### src/logic/regq_pkg.sv
package regq_pkg;

    // Size of the register bank and the width of a word index into it
    localparam int REG_COUNT = 16;
    localparam int REG_IDX_W = 4;

    // Register 15 always reads back this value
    localparam logic [31:0] ID_WORD = 32'h5245_4751;

    // AXI response codes used by this slave
    typedef enum logic [1:0] {
        RESP_OKAY   = 2'b00,
        RESP_SLVERR = 2'b10
    } axi_resp_t;

    // Request record carried from the capture stage to the execute stage.
    // The word address keeps bits above the index so that out-of-range
    // accesses can still be recognised
    typedef struct packed {
        logic        is_write;
        logic [7:0]  waddr;
        logic [31:0] wdata;
        logic [3:0]  wstrb;
    } req_t;

    // Response record carried from the execute stage to the issue stage
    typedef struct packed {
        logic        is_read;
        logic [31:0] rdata;
        axi_resp_t   resp;
    } rsp_t;

endpackage

### src/logic/axil_req_capture.sv
`timescale 1ns/10ps

module axil_req_capture (
    input  logic             i_clk,
    input  logic             i_nrst,
    // Write address channel
    input  logic             i_awvalid,
    output logic             o_awready,
    input  logic [31:0]      i_awaddr,
    // Write data channel
    input  logic             i_wvalid,
    output logic             o_wready,
    input  logic [31:0]      i_wdata,
    input  logic [3:0]       i_wstrb,
    // Read address channel
    input  logic             i_arvalid,
    output logic             o_arready,
    input  logic [31:0]      i_araddr,
    // Request queue push side
    input  logic             i_q_full,
    output logic             o_q_we,
    output regq_pkg::req_t   o_q_req
);

    logic wr_pend;
    logic rd_turn;
    logic wr_grant;
    logic rd_grant;
    logic last_wr_r;

    // A write needs both its address and its data before it can go
    assign wr_pend = i_awvalid & i_wvalid;

    // A waiting read gets one turn after each accepted write
    assign rd_turn = i_arvalid & last_wr_r;

    assign wr_grant = wr_pend & ~i_q_full & ~rd_turn;
    assign rd_grant = i_arvalid & ~i_q_full & (~wr_pend | rd_turn);

    assign o_awready = wr_grant;
    assign o_wready  = wr_grant;
    assign o_arready = rd_grant;
    assign o_q_we    = wr_grant | rd_grant;

    always_comb begin
        if (rd_grant) begin
            o_q_req.is_write = 1'b0;
            o_q_req.waddr    = i_araddr[9:2];
            o_q_req.wdata    = '0;
            o_q_req.wstrb    = '0;
        end else begin
            // Low two address bits are dropped, accesses are word aligned
            o_q_req.is_write = 1'b1;
            o_q_req.waddr    = i_awaddr[9:2];
            o_q_req.wdata    = i_wdata;
            o_q_req.wstrb    = i_wstrb;
        end
    end

    // Remembers whether the most recent grant went to a write
    always_ff @(posedge i_clk or negedge i_nrst) begin
        if (!i_nrst) begin
            last_wr_r <= 1'b0;
        end else if (wr_grant) begin
            last_wr_r <= 1'b1;
        end else if (rd_grant) begin
            last_wr_r <= 1'b0;
        end
    end

endmodule

### src/logic/axil_resp_issue.sv
`timescale 1ns/10ps

module axil_resp_issue (
    input  logic           i_clk,
    input  logic           i_nrst,
    // Response queue pop side
    input  logic           i_q_nempty,
    input  regq_pkg::rsp_t i_q_rsp,
    output logic           o_q_re,
    // Write response channel
    output logic           o_bvalid,
    input  logic           i_bready,
    output logic [1:0]     o_bresp,
    // Read data channel
    output logic           o_rvalid,
    input  logic           i_rready,
    output logic [31:0]    o_rdata,
    output logic [1:0]     o_rresp
);

    import regq_pkg::*;

    rsp_t rsp_r;
    logic valid_r;
    logic accept;

    // The held response leaves on whichever channel it belongs to
    assign accept = valid_r & (rsp_r.is_read ? i_rready : i_bready);
    assign o_q_re = i_q_nempty & (~valid_r | accept);

    always_ff @(posedge i_clk or negedge i_nrst) begin
        if (!i_nrst) begin
            valid_r <= 1'b0;
        end else if (o_q_re) begin
            valid_r <= 1'b1;
        end else if (accept) begin
            valid_r <= 1'b0;
        end
    end

    always_ff @(posedge i_clk) begin
        if (o_q_re) begin
            rsp_r <= i_q_rsp;
        end
    end

    assign o_bvalid = valid_r & ~rsp_r.is_read;
    assign o_rvalid = valid_r & rsp_r.is_read;
    assign o_bresp  = rsp_r.resp;
    assign o_rresp  = rsp_r.resp;
    assign o_rdata  = rsp_r.rdata;

endmodule

### src/logic/reg_exec.sv
`timescale 1ns/10ps

module reg_exec (
    input  logic           i_clk,
    input  logic           i_nrst,
    // Request queue pop side
    input  logic           i_req_nempty,
    input  regq_pkg::req_t i_req,
    output logic           o_req_re,
    // Response queue push side
    input  logic           i_rsp_full,
    output logic           o_rsp_we,
    output regq_pkg::rsp_t o_rsp
);

    import regq_pkg::*;

    // Writable registers 0 to 14, the last index is the fixed ID word
    logic [31:0] regs_r [REG_COUNT - 1];

    logic [REG_IDX_W-1:0] idx;
    logic                 in_range;
    logic                 is_id;
    logic                 err;
    logic                 do_write;
    logic [31:0]          rd_word;

    // One request per cycle, as long as its response has room
    assign o_req_re = i_req_nempty & ~i_rsp_full;
    assign o_rsp_we = o_req_re;

    assign idx      = i_req.waddr[REG_IDX_W-1:0];
    assign in_range = ~|i_req.waddr[7:REG_IDX_W];
    assign is_id    = (idx == REG_IDX_W'(REG_COUNT - 1));
    assign err      = ~in_range | (i_req.is_write & is_id);
    assign do_write = o_req_re & i_req.is_write & ~err;

    always_comb begin
        if (!in_range) begin
            rd_word = '0;
        end else if (is_id) begin
            rd_word = ID_WORD;
        end else begin
            rd_word = regs_r[idx];
        end
    end

    always_comb begin
        o_rsp.is_read = ~i_req.is_write;
        o_rsp.rdata   = i_req.is_write ? '0 : rd_word;
        o_rsp.resp    = err ? RESP_SLVERR : RESP_OKAY;
    end

    // Byte lanes are merged under the write strobe
    always_ff @(posedge i_clk or negedge i_nrst) begin
        if (!i_nrst) begin
            for (int i = 0; i < REG_COUNT - 1; i++) begin
                regs_r[i] <= '0;
            end
        end else if (do_write) begin
            for (int i = 0; i < REG_COUNT - 1; i++) begin
                if (idx == REG_IDX_W'(i)) begin
                    for (int b = 0; b < 4; b++) begin
                        if (i_req.wstrb[b]) begin
                            regs_r[i][8*b +: 8] <= i_req.wdata[8*b +: 8];
                        end
                    end
                end
            end
        end
    end

endmodule

### src/logic/regq_top.sv
`timescale 1ns/10ps

module regq_top #(
    parameter int QUEUE_ABITS = 2
) (
    input  logic        i_clk,
    input  logic        i_nrst,
    // Write address channel
    input  logic        i_awvalid,
    output logic        o_awready,
    input  logic [31:0] i_awaddr,
    // Write data channel
    input  logic        i_wvalid,
    output logic        o_wready,
    input  logic [31:0] i_wdata,
    input  logic [3:0]  i_wstrb,
    // Write response channel
    output logic        o_bvalid,
    input  logic        i_bready,
    output logic [1:0]  o_bresp,
    // Read address channel
    input  logic        i_arvalid,
    output logic        o_arready,
    input  logic [31:0] i_araddr,
    // Read data channel
    output logic        o_rvalid,
    input  logic        i_rready,
    output logic [31:0] o_rdata,
    output logic [1:0]  o_rresp
);

    import regq_pkg::*;

    // Capture stage to request queue
    logic req_we;
    req_t req_wdata;
    logic req_full;

    // Request queue to execute stage
    logic req_re;
    req_t req_rdata;
    logic req_nempty;

    // Execute stage to response queue
    logic rsp_we;
    rsp_t rsp_wdata;
    logic rsp_full;

    // Response queue to issue stage
    logic rsp_re;
    rsp_t rsp_rdata;
    logic rsp_nempty;

    axil_req_capture u_capture (
        .i_clk     (i_clk),
        .i_nrst    (i_nrst),
        .i_awvalid (i_awvalid),
        .o_awready (o_awready),
        .i_awaddr  (i_awaddr),
        .i_wvalid  (i_wvalid),
        .o_wready  (o_wready),
        .i_wdata   (i_wdata),
        .i_wstrb   (i_wstrb),
        .i_arvalid (i_arvalid),
        .o_arready (o_arready),
        .i_araddr  (i_araddr),
        .i_q_full  (req_full),
        .o_q_we    (req_we),
        .o_q_req   (req_wdata)
    );

    req_queue #(
        .QUEUE_ABITS (QUEUE_ABITS),
        .payload_t   (req_t)
    ) u_req_q (
        .i_clk    (i_clk),
        .i_nrst   (i_nrst),
        .i_re     (req_re),
        .i_we     (req_we),
        .i_wdata  (req_wdata),
        .o_rdata  (req_rdata),
        .o_full   (req_full),
        .o_nempty (req_nempty)
    );

    reg_exec u_exec (
        .i_clk        (i_clk),
        .i_nrst       (i_nrst),
        .i_req_nempty (req_nempty),
        .i_req        (req_rdata),
        .o_req_re     (req_re),
        .i_rsp_full   (rsp_full),
        .o_rsp_we     (rsp_we),
        .o_rsp        (rsp_wdata)
    );

    req_queue #(
        .QUEUE_ABITS (QUEUE_ABITS),
        .payload_t   (rsp_t)
    ) u_rsp_q (
        .i_clk    (i_clk),
        .i_nrst   (i_nrst),
        .i_re     (rsp_re),
        .i_we     (rsp_we),
        .i_wdata  (rsp_wdata),
        .o_rdata  (rsp_rdata),
        .o_full   (rsp_full),
        .o_nempty (rsp_nempty)
    );

    axil_resp_issue u_issue (
        .i_clk      (i_clk),
        .i_nrst     (i_nrst),
        .i_q_nempty (rsp_nempty),
        .i_q_rsp    (rsp_rdata),
        .o_q_re     (rsp_re),
        .o_bvalid   (o_bvalid),
        .i_bready   (i_bready),
        .o_bresp    (o_bresp),
        .o_rvalid   (o_rvalid),
        .i_rready   (i_rready),
        .o_rdata    (o_rdata),
        .o_rresp    (o_rresp)
    );

endmodule

### src/logic/req_queue.sv
`timescale 1ns/10ps

module req_queue #(
    parameter int QUEUE_ABITS = 2,
    parameter type payload_t = logic [31:0]
) (
    input  logic     i_clk,
    input  logic     i_nrst,
    input  logic     i_re,
    input  logic     i_we,
    input  payload_t i_wdata,
    output payload_t o_rdata,
    output logic     o_full,
    output logic     o_nempty
);

    localparam int DEPTH = 2 ** QUEUE_ABITS;

    // Number of stored entries, one bit wider than the index
    logic [QUEUE_ABITS:0] count_r;
    logic [QUEUE_ABITS:0] count_nxt;

    // Entry zero is always the head of the queue
    payload_t mem_r   [DEPTH];
    payload_t mem_nxt [DEPTH];

    logic is_empty;
    logic is_full;

    assign is_empty = (count_r == '0);
    assign is_full  = (count_r == (QUEUE_ABITS + 1)'(DEPTH));

    always_comb begin
        count_nxt = count_r;
        for (int i = 0; i < DEPTH; i++) begin
            mem_nxt[i] = mem_r[i];
        end

        if (i_re && i_we) begin
            for (int i = 1; i < DEPTH; i++) begin
                mem_nxt[i - 1] = mem_r[i];
            end
            // With an empty queue the new entry leaves through the bypass
            if (!is_empty) begin
                mem_nxt[int'(count_r) - 1] = i_wdata;
            end
        end else if (i_we) begin
            if (!is_full) begin
                count_nxt = count_r + 1'b1;
                mem_nxt[int'(count_r)] = i_wdata;
            end
        end else if (i_re) begin
            if (!is_empty) begin
                count_nxt = count_r - 1'b1;
            end
            for (int i = 1; i < DEPTH; i++) begin
                mem_nxt[i - 1] = mem_r[i];
            end
        end
    end

    always_ff @(posedge i_clk or negedge i_nrst) begin
        if (!i_nrst) begin
            count_r <= '0;
        end else begin
            count_r <= count_nxt;
        end
    end

    always_ff @(posedge i_clk) begin
        for (int i = 0; i < DEPTH; i++) begin
            mem_r[i] <= mem_nxt[i];
        end
    end

    // Early full leaves one slot for a push already in flight
    assign o_full   = (count_r >= (QUEUE_ABITS + 1)'(DEPTH - 1));
    assign o_nempty = i_we | ~is_empty;
    assign o_rdata  = is_empty ? i_wdata : mem_r[0];

endmodule

### config.mk
export PLATFORM = sky130hd
export DESIGN_NAME = regq_top
export DESIGN_NICKNAME = d
export VERILOG_FILES = /design/src/logic/regq_pkg.sv /design/src/logic/axil_req_capture.sv /design/src/logic/axil_resp_issue.sv /design/src/logic/reg_exec.sv /design/src/logic/regq_top.sv /design/src/logic/req_queue.sv
export SDC_FILE = /design/constraint.sdc
export NUM_CORES = 2
export LEC_CHECK = 0
export BUFFER_PORTS_ARGS = -buffer_cell sky130_fd_sc_hd__clkbuf_2
export CORE_UTILIZATION = 25
export CTS_CLUSTER_SIZE = 40
export DETAILED_ROUTE_END_ITERATION = 7
export SYNTH_ARGS = -nofsm -noshare
export SYNTH_HDL_FRONTEND = slang
export SYNTH_SLANG_ARGS = --single-unit
### constraint.sdc
create_clock -name i_clk -period 5.92 [get_ports i_clk]
set_clock_uncertainty 0.2 [all_clocks]
set_input_delay 0.296 -clock i_clk [delete_from_list [all_inputs] [get_ports i_clk]]
set_output_delay 0.296 -clock i_clk [all_outputs]
set_load 0.02 [all_outputs]
==> reports/results.tsv <==
stage	metric	value	unit
run_status	status	complete, no violations	
place	placed_cells_incl_taps	5524	
sta	worst_slew_pin_slew	1440	ps
sta	max_freq	0.202	GHz
routing	vias	26800	
routing	vias_per_cell	4.68	
final_layout	final_util	0.296	
final_layout	nets	3770	
cts	cts_buffers	82	
synth	synth_edf_count	354	
synth	synth_seq_area_share	0.607	
sta	timing.hold.ws	106	ps
routing	ant_nets	0	
floorplan	coreArea	149000	µm²
sta	setup_viol	0	
final_layout	area_delta_synth_final	16.8	%
sta	slew_violations	0	
sta	final_hold_viol_count	0	
setup_path	cpLargestDelayFamily	compound AO/OA/AOI/OAI gates	
synth	ys.flop_type	dfrtp_1	
synth	ys_seq_elements	842	
cts	post_cts_resized	0	
setup_path	end_kind	flip-flop	
setup_path	start_kind	flip-flop	
grt	grt.overflow.total	0	
setup_path	crit_type	flip-flop to flip-flop	
routing	wirelength	103000	µm
floorplan	die_area	152000	µm²
sta	timing.final.crit_share	0.835	
cts	cts_tree	built	
floorplan	chipWidth	390	µm
sta	min_period	4950	ps
sta	slew_headroom	0.0398	
place	place_congestion	0.823	
floorplan	rows	141	
grt	grt.total_usage	0.135	
sta	tns	0	ps
final_layout	final_cells	5732	
place	place_hpwl	68400	µm
floorplan	initial_core_util	0.253	
synth	async_flop_share	0.580	
cts	worstSkewPairLatency	670	ps
cts	clk_path_buf_depth	3	
setup_path	cp_slowest_stage_delay	720	ps
setup_path	cpMaxStageDelayCell	o211a_4	
power_and_ir_drop	power.density	508	nW/µm²
synth	synth.avg_cell_area	10.6	µm²
run	maxCapViolCount	0	
grt	grt_pass1_wl	159000	µm
place	placed_area	40600	µm²
grt	grt_pass1_vias	25700	
cts	cts_sinks	842	
floorplan	pin_count	148	
synth	synth_area	37600	µm²
cts	htreeDepth	3	
routing	drcViolationCount	0	
place	dp_slack	996	ps
final_layout	drive_gt1_frac	0.115	
hold_path	hold_class	input pin to async pin	
power_and_ir_drop	p_total	22.3	mW
power_and_ir_drop	leakage	17.9	nW
place	portBuffers	99	
cts	cts_root_buf	clkbuf_16	
setup_path	worstPathMaxFanout	37	
grt	antenna_found_initial	4	
cts	clk_pin_slew	70	ps
sta	rsz0062_at_grt	no	
final_layout	design_area	43900	µm²
setup_path	arrival	5310	ps
synth	ys_warn_count	0	
sta	setup_ws	975	ps
routing	routedWlPerCell	18.0	µm
synth	ys_types	78	
setup_path	crit_required	6280	ps
routing	initialDrtViolationCount	2567	
grt	grt_max_degree	132	
setup_path	worstPathCellList	a21oi_4 -> o211ai_4 -> inv_2 -> o211a_4 -> nand2_1 -> nor2_2 -> buf_4 -> nand3_1 -> o21ai_0	
setup_path	path_buf_inv	2	
synth	synthesis.instances	3541	
floorplan	die-height	390	µm
routing	dr.pass1.iters	6	
power_and_ir_drop	vdd_drop_max	0.000323	V
layout by cell type (no fill, tap or decap), types with 8 or more instances in the layout:
master / count
and2_1: 56
edfxtp_1: 354
a21oi_2: 16
buf_4: 101
dlygate4sd3_1: 54
inv_1: 29
o21ai_0: 366
clkinv_1: 8
a21oi_1: 207
a22oi_1: 51
or3_1: 19
conb_1: 80
clkbuf_8: 9
and3_1: 29
nor3_2: 13
nor3_1: 44
nand2_1: 630
o21ai_1: 23
nor4_4: 19
clkbuf_1: 14
o221ai_1: 12
clkbuf_16: 83
o22ai_1: 17
clkinv_2: 19
a221o_1: 17
bufinv_16: 10
o211ai_1: 19
mux2i_1: 118
a22o_1: 188
nand4_1: 15
clkbuf_2: 98
dfrtp_1: 488
nor2_1: 254
nand3_1: 154
where the power goes:
part / switching (mW) / total, mW / internal (mW)
registers: 0.664 / 8.75 / 8.09
logic: 5.72 / 8.07 / 2.35
clock network: 2.34 / 5.49 / 3.15
total: 8.73 / 22.3 / 13.6
repair_timing:
action | in CTS | in global routing
endpoints found under the hold margin | 279 | 0
buffers inserted | 0 | 0
hold buffers | 54 | 0
path summary, 6_finish.rpt:
| kind | startpoint | end | slack, ps | cells past startpoint |
|---|---|---|---|---|
| max | u_req_q.count_r[0]$_DFFE_PN0P_ | u_exec.regs_r[256]$_DFFE_PN0P_ | 970 | 9 |
| min | i_nrst | u_exec.regs_r[247]$_DFFE_PN0P_ | 110 | 2 |
| max reg2reg | u_req_q.count_r[0]$_DFFE_PN0P_ | u_exec.regs_r[256]$_DFFE_PN0P_ | 970 | 9 |
| min reg2reg | u_exec.regs_r[430]$_DFFE_PN0P_ | u_exec.regs_r[430]$_DFFE_PN0P_ | 280 | 2 |
| max in group asynchronous | i_nrst | u_exec.regs_r[22]$_DFFE_PN0P_ | 3890 | 3 |
| min in group i_clk | i_wvalid | u_capture.last_wr_r$_DFFE_PN0N_ | 150 | 4 |
cells in the mapped netlist (5+ instances only):
cell type	instances	area, µm²
a21o_1	6	45.0
a21oi_1	224	1120
a221o_1	17	170
a22o_1	188	1650
a22oi_1	51	383
and2_1	56	350
and3_1	29	181
buf_1	9	33.8
buf_2	66	330
buf_4	49	368
clkbuf_1	177	664
dfrtp_1	488	12200
edfxtp_1	354	10600
inv_1	29	109
mux2i_1	118	1180
nand2_1	631	2370
nand2b_1	5	31.3
nand3_1	154	771
nand4_1	15	93.8
nor2_1	258	968
nor3_1	46	230
nor3_2	12	120
nor4_4	17	362
o211ai_1	19	143
o21ai_0	370	1850
o21ai_1	25	125
o221ai_1	12	105
o22ai_1	17	106
o31ai_1	5	37.5
or3_1	20	125
final cells by class:
class                   count  area [µm²]
clock buffers             106        2250
inverters                  33         124
fillers                 15400      105000
clock inverters            46         531
repair buffers            260        1920
flip-flops and latches    842       22800
multi-input cells        2442       13700
diodes                      1        2.50
well taps                2002        2500
layer usage:
layer	share of wire	global-route usage	vias up
li1	-	-	12800
met1	0.47	0.197	13000
met2	0.44	0.202	874
met3	0.073	0.0282	129
met4	0.018	0.0336	2
met5	0.000068	0	-
registers in the layout (all words and copies together), names as in the netlist:
register and count:
u_issue.valid_r 1, u_issue.o_rdata 32, u_issue.o_bresp 2, u_capture.last_wr_r 1, u_issue.rsp_r 1, u_req_q.count_r 3
u_exec.regs_r 480, u_req_q.mem_r 180, u_rsp_q.count_r 3, u_rsp_q.mem_r 139
kinds of logic after synthesis:
| group | Yosys count | synth area share |
|---|---|---|
| adders and majority gates | 2 | 0.00106 |
| AOI/OAI and AO/OA | 975 | 0.165 |
| buffers and inverters | 336 | 0.0410 |
| and+or+nand+nor | 1262 | 0.153 |
| DFF | 842 | 0.607 |
| muxes | 120 | 0.0323 |
| xor gates and xnor gates | 3 | 0.000699 |
| other | 1 | 0.0000997 |
(Power assumes the default switching activity.)
